`config.mk`:
```
export PLATFORM = sky130hd
export DESIGN_NAME = armCpu
export DESIGN_NICKNAME = d
export VERILOG_FILES = /design/src/hw/armPkg.sv /design/src/hw/armIfc.sv /design/src/hw/alu.sv /design/src/hw/mainFsm.sv /design/src/hw/instrDecoder.sv /design/src/hw/condLogic.sv /design/src/hw/datapath.sv /design/src/hw/armCpu.sv
export VERILOG_INCLUDE_DIRS = /design/src /design/src/hw
export SDC_FILE = /design/constraint.sdc
export NUM_CORES = 2
export LEC_CHECK = 0
export ABC_AREA = 1
export BUFFER_PORTS_ARGS = -buffer_cell sky130_fd_sc_hd__buf_2
export CAP_MARGIN = 20
export CELL_PAD_IN_SITES_DETAIL_PLACEMENT = 1
export CELL_PAD_IN_SITES_GLOBAL_PLACEMENT = 1
export CORE_ASPECT_RATIO = 0.6
export CORE_UTILIZATION = 44
export DETAILED_ROUTE_END_ITERATION = 8
export HOLD_SLACK_MARGIN = 0.1
export PLACE_DENSITY = 0.84
export SYNTH_ARGS = -nofsm -noshare
export SYNTH_HDL_FRONTEND = slang
export SYNTH_HIERARCHICAL = 1
export SYNTH_SLANG_ARGS = --single-unit
```
`constraint.sdc`:
```
create_clock -name clk -period 9.05 [get_ports clk]
set_input_delay 0.905 -clock clk [delete_from_list [all_inputs] [get_ports clk]]
set_output_delay 0.905 -clock clk [all_outputs]
set_load 0.05 [all_outputs]
```
`src/hw/arm_defines.svh`:
```
// Word and register-file sizes, instruction field codes and ALU operation codes
`ifndef ARM_DEFINES_SVH
`define ARM_DEFINES_SVH

// Data and address width
`define ARM_XLEN 32

// Architectural registers, r15 included
`define ARM_NREGS 16
`define ARM_PC_REG 15

// r15 reads as the instruction address plus this amount
`define ARM_PC_AHEAD 8

// Op field, instr[27:26]
`define ARM_OP_DP 2'b00
`define ARM_OP_MEM 2'b01
`define ARM_OP_BR 2'b10

// Condition field value that always executes
`define ARM_COND_AL 4'b1110

// ALU control codes, bit 0 selects subtract in the adder
`define ALU_ADD 3'b000
`define ALU_SUB 3'b001
`define ALU_AND 3'b010
`define ALU_ORR 3'b011
`define ALU_EOR 3'b100
`define ALU_MUL 3'b101

`endif

```
`src/hw/armPkg.sv`:
```
// Processor-wide types: word, register index, condition, flags, ALU control, selects, FSM states
`default_nettype none

package armPkg;

	`include "arm_defines.svh"

	// Data and address word
	typedef logic [`ARM_XLEN-1:0] word_t;

	// Register file index
	typedef logic [$clog2(`ARM_NREGS)-1:0] regAddr_t;

	// Condition field of an instruction
	typedef logic [3:0] cond_t;

	// Ordered as N, Z, C, V from bit 3 down
	typedef logic [3:0] flags_t;

	typedef logic [2:0] aluCtrl_t;

	// Three-way operand, immediate or result select
	typedef logic [1:0] srcSel_t;

	// Multicycle control states
	typedef enum logic [3:0] {
		FETCH,
		DECODE,
		MEMADR,
		MEMRD,
		MEMWB,
		MEMWR,
		EXECUTER,
		EXECUTEI,
		ALUWB,
		BRANCH
	} fsmState_t;

endpackage

`default_nettype wire

```
`src/hw/armIfc.sv`:
```
// Control interfaces fsmCtrlIf (FSM strobes) and dpCtrlIf (datapath controls)
`timescale 1ns/100ps
`default_nettype none

interface fsmCtrlIf;
	logic nextPc;
	logic branch;
	logic regW;
	logic memW;
	logic aluOp;

	modport fsm (output nextPc, branch, regW, memW, aluOp);
	modport dec (input branch, aluOp);
	modport cond (input nextPc, branch, regW, memW);
endinterface

interface dpCtrlIf;
	import armPkg::*;

	logic     irWrite;
	logic     adrSrc;
	srcSel_t  aluSrcA;
	srcSel_t  aluSrcB;
	srcSel_t  resultSrc;
	logic [1:0] regSrc;
	srcSel_t  immSrc;
	aluCtrl_t aluControl;
	logic     mulSel;
	logic     pcWrite;
	logic     regWrite;

	modport fsm (output irWrite, adrSrc, aluSrcA, aluSrcB, resultSrc);
	modport dec (output regSrc, immSrc, aluControl, mulSel);
	modport cond (output pcWrite, regWrite);
	modport dp (input irWrite, adrSrc, aluSrcA, aluSrcB, resultSrc, regSrc, immSrc,
		aluControl, mulSel, pcWrite, regWrite);
endinterface

`default_nettype wire

```
`src/hw/alu.sv`:
```
// alu: add/subtract, AND, ORR, EOR, low-word multiply and NZCV flags
`timescale 1ns/100ps
`default_nettype none

`include "arm_defines.svh"

module alu (
	input  armPkg::word_t    a,
	input  armPkg::word_t    b,
	input  armPkg::aluCtrl_t aluControl,
	output armPkg::word_t    result,
	output armPkg::flags_t   aluFlags
);
	import armPkg::*;

	logic          isSub;
	logic          isAdder;
	word_t         bInv;
	logic [`ARM_XLEN:0] sum;
	logic          carry;
	logic          overflow;

	assign isSub = (aluControl == `ALU_SUB);
	assign isAdder = (aluControl == `ALU_ADD) || isSub;

	// Subtract as a + ~b + 1
	assign bInv = isSub ? ~b : b;
	assign sum = {1'b0, a} + {1'b0, bInv} + {{`ARM_XLEN{1'b0}}, isSub};

	always_comb begin
		case (aluControl)
			`ALU_AND: result = a & b;
			`ALU_ORR: result = a | b;
			`ALU_EOR: result = a ^ b;
			`ALU_MUL: result = a * b;
			default: result = sum[`ARM_XLEN-1:0];
		endcase
	end

	assign carry = isAdder && sum[`ARM_XLEN];
	// Operands agree in sign and the sum does not
	assign overflow = isAdder && !(a[`ARM_XLEN-1] ^ b[`ARM_XLEN-1] ^ isSub)
		&& (a[`ARM_XLEN-1] ^ sum[`ARM_XLEN-1]);

	assign aluFlags = {result[`ARM_XLEN-1], result == '0, carry, overflow};

endmodule

`default_nettype wire

```
`src/hw/mainFsm.sv`:
```
// mainFsm: multicycle state register, next-state logic and per-state control word
`timescale 1ns/100ps
`default_nettype none

`include "arm_defines.svh"

module mainFsm (
	input  logic          clk,
	input  logic          reset,
	input  armPkg::word_t instr,
	fsmCtrlIf.fsm         fsmCtrl,
	dpCtrlIf.fsm          dpCtrl
);
	import armPkg::*;

	fsmState_t   state;
	fsmState_t   nextState;
	logic [1:0]  op;
	logic [12:0] ctrl;

	assign op = instr[27:26];

	always_ff @(posedge clk or posedge reset) begin
		if (reset) begin
			state <= FETCH;
		end else begin
			state <= nextState;
		end
	end

	always_comb begin
		case (state)
			FETCH: nextState = DECODE;
			DECODE: begin
				case (op)
					// I bit picks the immediate operand path
					`ARM_OP_DP: nextState = instr[25] ? EXECUTEI : EXECUTER;
					`ARM_OP_MEM: nextState = MEMADR;
					`ARM_OP_BR: nextState = BRANCH;
					default: nextState = FETCH;
				endcase
			end
			// L bit separates load from store
			MEMADR: nextState = instr[20] ? MEMRD : MEMWR;
			MEMRD: nextState = MEMWB;
			EXECUTER: nextState = ALUWB;
			EXECUTEI: nextState = ALUWB;
			default: nextState = FETCH;
		endcase
	end

	// Fields: nextPc branch memW regW irWrite adrSrc resultSrc aluSrcA aluSrcB aluOp
	always_comb begin
		case (state)
			FETCH: ctrl = 13'b1_0_0_0_1_0_10_01_10_0;
			DECODE: ctrl = 13'b0_0_0_0_0_0_10_01_10_0;
			MEMADR: ctrl = 13'b0_0_0_0_0_0_00_00_01_0;
			MEMRD: ctrl = 13'b0_0_0_0_0_1_00_00_00_0;
			MEMWB: ctrl = 13'b0_0_0_1_0_0_01_00_00_0;
			MEMWR: ctrl = 13'b0_0_1_0_0_1_00_00_00_0;
			EXECUTER: ctrl = 13'b0_0_0_0_0_0_00_00_00_1;
			EXECUTEI: ctrl = 13'b0_0_0_0_0_0_00_00_01_1;
			ALUWB: ctrl = 13'b0_0_0_1_0_0_00_00_00_0;
			// Target is ALUOut (PC + 8) plus the shifted offset
			BRANCH: ctrl = 13'b0_1_0_0_0_0_10_10_01_0;
			default: ctrl = 13'b0;
		endcase
	end

	assign {fsmCtrl.nextPc, fsmCtrl.branch, fsmCtrl.memW, fsmCtrl.regW,
		dpCtrl.irWrite, dpCtrl.adrSrc, dpCtrl.resultSrc, dpCtrl.aluSrcA,
		dpCtrl.aluSrcB, fsmCtrl.aluOp} = ctrl;

	// The instruction set has no Op = 11 encoding
	decodeOpValid: assert property (@(posedge clk) disable iff (reset)
		(state == DECODE) |-> (op != 2'b11))
		else $error("Op field 11 decoded at instr %h", instr);

endmodule

`default_nettype wire

```
`src/hw/instrDecoder.sv`:
```
// instrDecoder: ALU decoder, flag-write select, PC-source logic, immediate and register sources
`timescale 1ns/100ps
`default_nettype none

`include "arm_defines.svh"

module instrDecoder (
	input  armPkg::word_t instr,
	fsmCtrlIf.dec         fsmCtrl,
	dpCtrlIf.dec          dpCtrl,
	output logic [1:0]    flagW,
	output logic          pcs
);
	import armPkg::*;

	logic [1:0] op;
	logic [5:0] funct;
	logic       isMul;
	logic       writesReg;
	regAddr_t   destReg;
	aluCtrl_t   aluCtl;

	assign op = instr[27:26];
	assign funct = instr[25:20];

	// Register-form DP with Funct[4:1] = 0000 and the 1001 pattern in [7:4]
	assign isMul = (op == `ARM_OP_DP) && !funct[5] && (funct[4:1] == 4'b0000)
		&& (instr[7:4] == 4'b1001);

	always_comb begin
		aluCtl = `ALU_ADD;
		flagW = 2'b00;
		if (fsmCtrl.aluOp) begin
			if (isMul) begin
				aluCtl = `ALU_MUL;
			end else begin
				case (funct[4:1])
					4'b0100: aluCtl = `ALU_ADD;
					4'b0010: aluCtl = `ALU_SUB;
					4'b0000: aluCtl = `ALU_AND;
					4'b1100: aluCtl = `ALU_ORR;
					4'b0001: aluCtl = `ALU_EOR;
					default: aluCtl = `ALU_ADD;
				endcase
			end
			// NZ follow the S bit, CV only for the adder
			flagW[1] = funct[0];
			flagW[0] = funct[0] && ((aluCtl == `ALU_ADD) || (aluCtl == `ALU_SUB));
		end
	end

	// MUL writes Rn, everything else Rd
	assign writesReg = (op == `ARM_OP_DP) || ((op == `ARM_OP_MEM) && funct[0]);
	assign destReg = isMul ? instr[19:16] : instr[15:12];
	assign pcs = fsmCtrl.branch || (writesReg && (destReg == regAddr_t'(`ARM_PC_REG)));

	assign dpCtrl.aluControl = aluCtl;
	assign dpCtrl.immSrc = srcSel_t'(op);
	// Bit 1 reads Rd for STR data, bit 0 reads r15 for branches
	assign dpCtrl.regSrc = {op == `ARM_OP_MEM, op == `ARM_OP_BR};
	assign dpCtrl.mulSel = isMul;

endmodule

`default_nettype wire

```
`src/hw/condLogic.sv`:
```
// condLogic: NZCV flag registers, condition check and the gated write enables
`timescale 1ns/100ps
`default_nettype none

`include "arm_defines.svh"

module condLogic (
	input  logic           clk,
	input  logic           reset,
	input  armPkg::word_t  instr,
	input  armPkg::flags_t aluFlags,
	input  logic [1:0]     flagW,
	input  logic           pcs,
	fsmCtrlIf.cond         fsmCtrl,
	dpCtrlIf.cond          dpCtrl,
	output logic           memWrite
);
	import armPkg::*;

	cond_t      cond;
	flags_t     flags;
	logic       condEx;
	logic       condExReg;
	logic [1:0] flagWrite;
	logic       n, z, c, v;
	logic       ge;

	assign cond = instr[31:28];
	assign {n, z, c, v} = flags;
	assign ge = (n == v);

	always_comb begin
		case (cond)
			4'b0000: condEx = z;
			4'b0001: condEx = !z;
			4'b0010: condEx = c;
			4'b0011: condEx = !c;
			4'b0100: condEx = n;
			4'b0101: condEx = !n;
			4'b0110: condEx = v;
			4'b0111: condEx = !v;
			4'b1000: condEx = c && !z;
			4'b1001: condEx = !(c && !z);
			4'b1010: condEx = ge;
			4'b1011: condEx = !ge;
			4'b1100: condEx = !z && ge;
			4'b1101: condEx = !(!z && ge);
			`ARM_COND_AL: condEx = 1'b1;
			default: condEx = 1'b0;
		endcase
	end

	// Flags update in the execute cycle, before they change
	assign flagWrite = flagW & {2{condEx}};

	always_ff @(posedge clk or posedge reset) begin
		if (reset) begin
			flags <= '0;
			condExReg <= 1'b0;
		end else begin
			if (flagWrite[1]) begin
				flags[3:2] <= aluFlags[3:2];
			end
			if (flagWrite[0]) begin
				flags[1:0] <= aluFlags[1:0];
			end
			condExReg <= condEx;
		end
	end

	// Writeback cycles use the result held from the cycle before
	assign dpCtrl.regWrite = fsmCtrl.regW && condExReg;
	assign memWrite = fsmCtrl.memW && condExReg;
	assign dpCtrl.pcWrite = (pcs && (fsmCtrl.branch || fsmCtrl.regW) && condExReg)
		|| fsmCtrl.nextPc;

	// Stores and register writebacks live in different states
	noMemRegOverlap: assert property (@(posedge clk) disable iff (reset)
		!(memWrite && dpCtrl.regWrite))
		else $error("memWrite and regWrite both high");

endmodule

`default_nettype wire

```
`src/hw/datapath.sv`:
```
// datapath: PC, instruction and data registers, register file, extender and operand selects
`timescale 1ns/100ps
`default_nettype none

`include "arm_defines.svh"

module datapath (
	input  logic           clk,
	input  logic           reset,
	input  armPkg::word_t  readData,
	output armPkg::word_t  memAdr,
	output armPkg::word_t  writeData,
	output armPkg::word_t  instr,
	output armPkg::flags_t aluFlags,
	dpCtrlIf.dp            dpCtrl
);
	import armPkg::*;

	word_t    pc;
	word_t    data;
	word_t    aReg;
	word_t    aluOut;
	word_t    aluResult;
	word_t    result;
	word_t    extImm;
	word_t    srcA;
	word_t    srcB;
	word_t    rd1;
	word_t    rd2;
	regAddr_t ra1;
	regAddr_t ra2;
	regAddr_t a3;

	// r0 to r14, r15 is not stored
	word_t regFile [`ARM_NREGS-2:0];

	always_ff @(posedge clk or posedge reset) begin
		if (reset) begin
			pc <= '0;
			instr <= '0;
		end else begin
			if (dpCtrl.pcWrite) begin
				pc <= result;
			end
			if (dpCtrl.irWrite) begin
				instr <= readData;
			end
		end
	end

	assign memAdr = dpCtrl.adrSrc ? result : pc;

	always_ff @(posedge clk) begin
		data <= readData;
		aReg <= rd1;
		writeData <= rd2;
		aluOut <= aluResult;
	end

	// MUL reads Rm and Rs and writes Rn
	always_comb begin
		if (dpCtrl.regSrc[0]) begin
			ra1 = regAddr_t'(`ARM_PC_REG);
		end else begin
			ra1 = dpCtrl.mulSel ? instr[3:0] : instr[19:16];
		end
		if (dpCtrl.regSrc[1]) begin
			ra2 = instr[15:12];
		end else begin
			ra2 = dpCtrl.mulSel ? instr[11:8] : instr[3:0];
		end
		a3 = dpCtrl.mulSel ? instr[19:16] : instr[15:12];
	end

	always_ff @(posedge clk) begin
		if (dpCtrl.regWrite && (a3 != regAddr_t'(`ARM_PC_REG))) begin
			regFile[a3] <= result;
		end
	end

	// r15 reads the result bus, PC + 8 during DECODE
	assign rd1 = (ra1 == regAddr_t'(`ARM_PC_REG)) ? result : regFile[ra1];
	assign rd2 = (ra2 == regAddr_t'(`ARM_PC_REG)) ? result : regFile[ra2];

	always_comb begin
		case (dpCtrl.immSrc)
			2'b00: extImm = {24'b0, instr[7:0]};
			2'b01: extImm = {20'b0, instr[11:0]};
			// Word offset, sign extended
			2'b10: extImm = {{6{instr[23]}}, instr[23:0], 2'b00};
			default: extImm = '0;
		endcase
	end

	always_comb begin
		case (dpCtrl.aluSrcA)
			2'b00: srcA = aReg;
			2'b01: srcA = pc;
			default: srcA = aluOut;
		endcase
		case (dpCtrl.aluSrcB)
			2'b00: srcB = writeData;
			2'b01: srcB = extImm;
			default: srcB = word_t'(4);
		endcase
		case (dpCtrl.resultSrc)
			2'b00: result = aluOut;
			2'b01: result = data;
			default: result = aluResult;
		endcase
	end

	alu alu_inst (
		.a(srcA),
		.b(srcB),
		.aluControl(dpCtrl.aluControl),
		.result(aluResult),
		.aluFlags(aluFlags)
	);

endmodule

`default_nettype wire

```
`src/hw/armCpu.sv`:
```
// armCpu: processor top level with the control interfaces and a plain memory bus
`timescale 1ns/100ps
`default_nettype none

module armCpu (
	input  logic          clk,
	input  logic          reset,
	input  armPkg::word_t readData,
	output armPkg::word_t memAdr,
	output armPkg::word_t writeData,
	output logic          memWrite
);
	import armPkg::*;

	word_t      instr;
	flags_t     aluFlags;
	logic [1:0] flagW;
	logic       pcs;

	fsmCtrlIf fsmCtrl ();
	dpCtrlIf  dpCtrl ();

	mainFsm mainFsm_inst (
		.clk(clk),
		.reset(reset),
		.instr(instr),
		.fsmCtrl(fsmCtrl.fsm),
		.dpCtrl(dpCtrl.fsm)
	);

	instrDecoder instrDecoder_inst (
		.instr(instr),
		.fsmCtrl(fsmCtrl.dec),
		.dpCtrl(dpCtrl.dec),
		.flagW(flagW),
		.pcs(pcs)
	);

	condLogic condLogic_inst (
		.clk(clk),
		.reset(reset),
		.instr(instr),
		.aluFlags(aluFlags),
		.flagW(flagW),
		.pcs(pcs),
		.fsmCtrl(fsmCtrl.cond),
		.dpCtrl(dpCtrl.cond),
		.memWrite(memWrite)
	);

	datapath datapath_inst (
		.clk(clk),
		.reset(reset),
		.readData(readData),
		.memAdr(memAdr),
		.writeData(writeData),
		.instr(instr),
		.aluFlags(aluFlags),
		.dpCtrl(dpCtrl.dp)
	);

endmodule

`default_nettype wire

```
## Word-level counts from Yosys, hierarchy flattened

Memory sizes are Yosys's and may differ from the RTL's.
Index checks and enable logic that the tools add are counted.

| word-level totals | value |
|---|---|
| register bits | 201 |
| bits in writable memories | 480 |
| ROM bits | 208 |
| input port bits | 34 |
| output and inout bits | 65 |
| word-level logic and storage cells | 130 |
| memories kept | 2 |

| cells by class | value |
|---|---|
| add/sub/neg operators | 2 |
| $mul | 1 |
| eq/ne operators | 39 |
| muxes and demuxes | 26 |
| bitwise logic cells | 8 |
| reduce and logical (&&, ||, !) cells | 42 |

Memories:

| name | depth | bits a word | read ports | clocked after Yosys merged registers in | write ports | RTL line | text |
|---|---|---|---|---|---|---|---|
| datapath_inst.regFile | 15 | 32 | 2 | 0 | 1 | datapath.sv:35 | `` word_t regFile [`ARM_NREGS-2:0]; `` |
| (no name shown) | 16 | 13 | 1 | 0 | 0 | mainFsm.sv:54 | `case (state)` |

Operators by type and width:

| operator | count |
|---|---|
| case mux 32 bit (2 select lines) | 3 |
| two-way mux 32 bit | 4 |
| case mux 32 bit (4 select lines) | 1 |
| case mux 32 bit (3 select lines) | 1 |
| == test 4 bit (second input constant) | 12 |
| adder 32 x 32 -> 33 bit | 1 |
| adder 33 x 1 -> 33 bit | 1 |
| AND 32 bit | 1 |
| zero test 32 bit | 1 |
| multiplier 32 x 32 -> 32 bit | 1 |
| inverter 32 bit | 1 |
| bitwise OR 32 bit | 1 |
| bitwise XOR 32 bit | 1 |
| == test 4 x 3 -> 1 bit (second input constant) | 6 |
| == test 4 x 2 -> 1 bit (second input constant) | 5 |
| two-way mux 4 bit | 5 |
| case mux 4 bit (5 select lines) | 1 |
| logical AND 1 bit | 16 |
| case mux 1 bit (15 select lines) | 1 |
| == test 4 x 1 -> 1 bit (second input constant) | 3 |
| zero test 4 bit | 3 |
| two-way mux 3 bit | 4 |
| case mux 3 bit (4 select lines) | 1 |
| case mux 4 bit (3 select lines) | 1 |
| other kinds (16) | 43 |

## Longest topological paths before layout

| depth | value |
|---|---|
| depth after elaboration | 14 |
| mapped depth | 49 |
| gate-level depth less buffers | 46 |

## Modules after synthesis

The synthesis kept the hierarchy.

By module, submodules not included:

| module | times used | cells an instance | area an instance (sq um) | seq. area each (sq um) |
|---|---|---|---|---|
| datapath | 1 | 3840 | 33086.7 | 18577.8 |
| alu | 1 | 3012 | 21069.0 | 0.0 |
| condLogic | 1 | 85 | 466.7 | 125.1 |
| mainFsm | 1 | 51 | 316.6 | 100.1 |
| instrDecoder | 1 | 42 | 216.5 | 0.0 |

## Least setup slack after synthesis

OpenSTA, ideal clock, no wires.

| timing path | value |
|---|---|
| kind | reg-to-output |
| start point | reg mainFsm_inst.state[1] |
| end point | out memAdr[31] |
| arrival time | 8.960 ns |
| required time | 8.145 ns |
| path slack | -0.815 ns |
| cell stages (with the launch flop) | 45 |
| buffers on the path | 4 |
| cell sequence | dfrtp_1 -> inv_2 -> nand2_1 -> nor2_2 -> inv_1 -> nand3_1 -> inv_1 -> nor2_1 -> inv_1 -> nor2_1 -> inv_1 -> clkbuf_1 -> o21ai_0 -> clkbuf_1 -> clkbuf_1 -> nand2_1 -> inv_1 -> fa_1 -> (+9 left out) -> fa_1 -> fa_1 -> ha_1 -> a21oi_1 -> o21ai_0 -> a21oi_1 -> nand3_1 -> a21o_1 -> a21oi_1 -> inv_1 -> nand3_1 -> nand3_1 -> a21oi_2 -> buf_4 -> nand2_1 -> nand3_1 -> nand2_1 -> o21ai_0 |

| on the way | value |
|---|---|
| cells in the longest elaborated chain, start to end | 10 |
| elaborated cells on any way between the ends | 26 |
| those cells by class | add/sub: 2; mul: 1; eq/ne: 8; mux: 7; bitwise: 4; reduce/logical: 3; memory: 1 |

Ends and longest elaborated chain:

| what | RTL line | text |
|---|---|---|
| from (decl) | mainFsm.sv:16 | `fsmState_t state;` |
| from (signal assigned) | mainFsm.sv:27 | `state <= nextState;` |
| memory read (16 x 13 bit) (*) | n/a |  |
| named net dpCtrl.aluSrcB[0] | armIfc.sv:23 | `srcSel_t aluSrcB;` |
| == test 2 x 1 -> 1 bit / zero test 2 bit (equally long branches) | datapath.sv:101 | `case (dpCtrl.aluSrcB)` |
| case mux 32 bit (2 select lines) (*) | datapath.sv:101 |  |
| named net datapath_inst.srcB[3] | datapath.sv:27 | `word_t srcB;` |
| inverter 32 bit | alu.sv:27 | `assign bInv = isSub ? ~b : b;` |
| two-way mux 32 bit | alu.sv:27 |  |
| adder 32 x 32 -> 33 bit | alu.sv:28 | `` assign sum = {1'b0, a} + {1'b0, bInv} + {{`ARM_XLEN{1'b0}}, isSub}; `` |
| adder 33 x 1 -> 33 bit | alu.sv:28 |  |
| case mux 32 bit (4 select lines) (*) | alu.sv:31 | `case (aluControl)` |
| named net aluFlags[3] | armCpu.sv:16 | `flags_t aluFlags;` |
| case mux 32 bit (2 select lines) (*) | datapath.sv:106 | `case (dpCtrl.resultSrc)` |
| named net datapath_inst.result[31] | datapath.sv:24 | `word_t result;` |
| two-way mux 32 bit (*) | datapath.sv:51 | `assign memAdr = dpCtrl.adrSrc ? result : pc;` |
| to (decl) | armCpu.sv:9 | `output armPkg::word_t memAdr,` |

Mark *: on every way through the listed nets, which the timed path passes. The rest lies on a longest branch.

## Final worst setup path

| timing path | value |
|---|---|
| start point | reg mainFsm_inst.state[3] |
| end point | out memAdr[30] |

| on the way | value |
|---|---|
| cells in the longest elaborated chain, start to end | 10 |
| elaborated cells on any way between the ends | 26 |
| those cells by class | add/sub: 2; mul: 1; eq/ne: 8; mux: 7; bitwise: 4; reduce/logical: 3; memory: 1 |

Ends and longest elaborated chain:

| what | RTL line | text |
|---|---|---|
| memory read (16 x 13 bit) (*) | n/a |  |
| named net dpCtrl.aluSrcB[0] | armIfc.sv:23 |  |
| == test 2 x 1 -> 1 bit / zero test 2 bit (equally long branches) | datapath.sv:101 |  |
| case mux 32 bit (2 select lines) (*) | datapath.sv:101 |  |
| named net datapath_inst.srcB[4] | datapath.sv:27 |  |
| inverter 32 bit | alu.sv:27 |  |
| two-way mux 32 bit | alu.sv:27 |  |
| adder 32 x 32 -> 33 bit | alu.sv:28 |  |
| adder 33 x 1 -> 33 bit | alu.sv:28 |  |
| case mux 32 bit (4 select lines) (*) | alu.sv:31 |  |
| named net datapath_inst.aluResult[30] | datapath.sv:23 | `word_t aluResult;` |
| case mux 32 bit (2 select lines) (*) | datapath.sv:106 |  |
| named net datapath_inst.result[30] | datapath.sv:24 |  |
| two-way mux 32 bit (*) | datapath.sv:51 |  |

Marks and branches as above.

==> qor.txt <==
STATUS
------------------------------------------------------------------------------------------
Outcome                                                                       complete, but fails checks
Violated checks                                                               negative setup slack

CTS
------------------------------------------------------------------------------------------
H-tree depth                                                                             2
Clock tree from TritonCTS                                                             done
CTS clk-pin slew, worst paths                                                      0.07 ns
Num CTS Buffers                                                                         59
Post-cts hold buffer count                                                               0
Later-pin clock latency in the skew report                                         0.67 ns
Clock sinks                                                                            681
Max clock buf depth                                                                      3
Master cell of the clock root buffer                                          sky130_fd_sc_hd__clkbuf_16

FLOORPLAN
------------------------------------------------------------------------------------------
# IOs                                                                                   99
Die span in y                                                                       276 µm
X dimension of the die                                                              459 µm
Std-Cell Rows                                                                          100
Area of the core                                                                124000 µm²
Starting utilization of the core area                                                44.4%
Die area                                                                        127000 µm²

WORST SETUP PATH
------------------------------------------------------------------------------------------
Endpoint required time on the critical path                                        8.15 ns
Slowest stage cell on the critical path                                       sky130_fd_sc_hd__fa_1
Critical Path Start Type                                                          register
Cell depth of the worst flop-to-flop path                                               59
Worst Path Class, Setup                                                       register to primary output
Startpoint of the worst register-to-register path                             mainFsm_inst/state[1]
Crit path to                                                                    memAdr[30]
Most common cell type on the critical path                                    sky130_fd_sc_hd__fa_1
Critical path launch point                                                    mainFsm_inst/state[3]
Minimum setup slack among reg-to-reg paths                                        -1.16 ns
RR Endpoint                                                                   datapath_inst/writeData[23]
Setup crit end kind                                                           primary output
Crit-path max FO                                                                         6
Arrival time at the worst endpoint                                                 9.47 ns
Slowest Stage Delay on Critical Path                                               0.54 ns

FINAL LAYOUT
------------------------------------------------------------------------------------------
Area of all sequential standard cells                                            18800 µm²
Proportion of layout cells with a drive suffix above 1                               17.4%
Number of nets in the layout                                                          8115
Area of combinational cells with multiple inputs                                 31200 µm²
Layout overhead on the synthesized area                                              20.2%
Filler cell count in the final layout                                                14900

PLACED DESIGN
------------------------------------------------------------------------------------------
Half-perimeter wire length after placement                                       169000 µm
Routability Congestion                                                                1.00
Count of buffers inserted at the top-level ports                                        98

SYNTHESIS
------------------------------------------------------------------------------------------
Simple-gate share of the synthesized area                                            24.1%
Number of enable flip-flop cells after synthesis                                       480
Mapped Area                                                                      55200 µm²
Synthesized-area fraction occupied by ao, oa, aoi and oai cells                      7.68%
Syn_nets                                                                              7691
Number of warnings printed during yosys synthesis                                        6
Total of flip-flops plus latches after synthesis                                       681
Most instantiated flip-flop cell in the synthesis netlist                     sky130_fd_sc_hd__edfxtp_1
Cell count after synthesis                                                            7030
Multiplexer share of the synthesized area                                           0.184%
Fraction of synthesis flops using an asynchronous set or reset pin                   10.7%
Synth Area per Inst                                                               7.85 µm²
Post-synthesis share of cell area spent on xor and xnor gates                        1.25%
Number of unique standard cell types used by synthesis                                  57
Sequential fraction of the synthesis area                                            34.1%
Share of synthesized cell area in full adder, half adder and majority cells          19.8%
Dominant combinational cell family by area after synthesis                    simple AND/OR/NAND/NOR gates

DETAILED ROUTING
------------------------------------------------------------------------------------------
Final Routed Wirelength                                                          247000 µm
Vias post-DR                                                                         54500
DRC                                                                                      0
Count of nets left with antenna violations after detail routing                          0
Drt pass-1 iters                                                                         6
Ratio of routed vias to standard cells                                                5.93
Routed length per instance                                                         26.9 µm
Number of DRC markers after the initial detailed-route iteration                      7025

STA
------------------------------------------------------------------------------------------
Worst hold slack across all endpoints                                             0.225 ns
Final setup violation count                                                             64
Unrepaired setup endpoints after global routing                                        yes
Setup ws final                                                                    -1.32 ns
Worst Tran Pin Value                                                               1.36 ns
Hold Violations, Final                                                                   0
Worst slew slack as a fraction of its limit                                          8.97%
Final Max Tran Viols                                                                     0
Shortest period the worst path allows                                             10.37 ns
Worst Clk Skew                                                                   0.0268 ns
Max Clock Freq                                                                    96.4 MHz
Post-route fraction of the period consumed by the critical path                       115%

GLOBAL ROUTE
------------------------------------------------------------------------------------------
Global-route congestion overflow total                                                   0
GRT Util Overall                                                                     38.0%
Number of antenna violations at the first check in global routing                        7
Largest net degree at the start of global routing                                      256
Via count of the first global-routing pass                                           56100
First-pass GRT wire length                                                       361000 µm

FLOW RUN
------------------------------------------------------------------------------------------
Max capacitance violation total                                                          0

WORST HOLD PATH
------------------------------------------------------------------------------------------
Hold WC Path Type                                                             input pin to async pin

==> how the worst min path moves through the flow <==
stage | startpoint | end | cells past startpoint
2_1_floorplan | condLogic_inst/flags[2] | condLogic_inst/flags[2] | 2
3_3_place_gp | datapath_inst/pc[6] | datapath_inst/pc[6] | 2
3_5_place_dp | condLogic_inst/flags[2] | condLogic_inst/flags[2] | 2
4_1_cts | reset | mainFsm_inst/state[0] | 2
5_1_grt | reset | mainFsm_inst/state[0] | 2
6_report | reset | mainFsm_inst/state[0] | 2
==> metrics by stage <==
stage / cell area (µm²) / cells / utilization (%) / setup slack [ns] / setup TNS (ns)
after floorplan: 55300 / 7030 / - / -0.122 / -0.194
after global placement: 61100 / 8946 / 49.2 / -0.974 / -21.82
after detailed placement: 61100 / 8946 / 49.2 / -1.18 / -55.70
after CTS: 65300 / 9139 / 52.6 / -1.15 / -44.71
after global routing: 66300 / 9187 / 53.4 / -1.52 / -82.91
final: 66300 / 9189 / 53.4 / -1.32 / -63.57
==> routing by layer <==
metal	vias up	GRT usage (%)	routed length, µm
met4	4	14.3	10800
met3	657	10.0	31300
met2	3463	53.7	101000
li1	23000	-	-
met5	-	0	24
met1	27300	55.3	103000
==> worst max-delay path: cells and delay by family (launching register included) <==
| family | cells | cell delay, ns |
|---|---|---|
| adders and majority gates | 9 | 4.26 |
| buffers and inverters | 17 | 1.65 |
| and+or+nand+nor | 13 | 1.47 |
| AOI/OAI and AO/OA | 4 | 0.97 |
| DFF | 1 | 0.46 |
==> sequential cells by signal, summed over array words and instances, names as in the netlist <==
name,count
condLogic_inst/condExReg,1
condLogic_inst/flags,4
datapath_inst/aReg,32
datapath_inst/aluOut,32
datapath_inst/data,32
datapath_inst/instr,32
datapath_inst/pc,32
datapath_inst/regFile,480
datapath_inst/writeData,32
mainFsm_inst/state,4
==> cell usage after synthesis (all sizes together), types with 14 or more instances <==
library cell	number	share of area [%]
o21ai	354	3.2
clkbuf	196	1.3
nand4	51	0.58
nor2	298	2.1
dfrtp	73	3.3
nand3b	38	0.52
buf	218	2.2
xnor2	29	0.46
nand3	967	8.9
ha	218	4.9
o211ai	78	1.1
inv	1378	9.4
fa	409	15
dfxtp	128	4.6
nand2	1700	12
a21oi	226	2.1
nor3	21	0.21
xor2	50	0.79
a22oi	32	0.44
edfxtp	480	26
a221oi	14	0.23
==> logic make-up after synthesis <==
logic type               count (synthesis)
multiplexers                             9
AO/OA/AOI/OAI                          751
buffers and inverters                 1792
XOR/XNOR                                79
adder cells (fa/ha/maj)                627
flip-flops                             681
AND/OR/NAND/NOR                       3091
==> what timing repair did <==
| action | 4_1_cts | 5_1_grt |
|---|---|---|
| cloned | 3 | 2 |
| buffers inserted | 80 | 48 |
| pin swaps | 140 | 116 |
| setup endpoints to repair | 195 | 198 |
| resized for setup | 373 | 159 |
==> placed cells by master, fill, tap and decap left out, types with 65 or more instances in the layout <==
master	netlist	final
sky130_fd_sc_hd__nor2_1	290	249
sky130_fd_sc_hd__nand3_1	957	930
sky130_fd_sc_hd__buf_2	129	72
sky130_fd_sc_hd__a21oi_1	223	196
sky130_fd_sc_hd__inv_1	1363	1309
sky130_fd_sc_hd__fa_1	409	379
sky130_fd_sc_hd__edfxtp_1	480	480
sky130_fd_sc_hd__dfxtp_1	128	128
sky130_fd_sc_hd__buf_6	16	67
sky130_fd_sc_hd__clkbuf_16	0	66
sky130_fd_sc_hd__o211ai_1	78	78
sky130_fd_sc_hd__o21ai_0	332	270
sky130_fd_sc_hd__dfrtp_1	73	71
sky130_fd_sc_hd__nand2_2	11	65
sky130_fd_sc_hd__nand2_1	1687	1618
sky130_fd_sc_hd__buf_4	30	553
sky130_fd_sc_hd__ha_1	218	184
==> layout make-up <==
cell class,count,share of cell area [%]
multi-input cells,4557,47.1
flip-flops and latches,681,28.4
repair buffers,777,10.4
inverters,1378,7.82
well taps,1683,3.18
clock buffers,89,2.73
clock inverters,22,0.415
diodes,2,0.00755
Power is not shown: default switching activity piles up to over one toggle a cycle in this logic, so the estimate is an artifact.
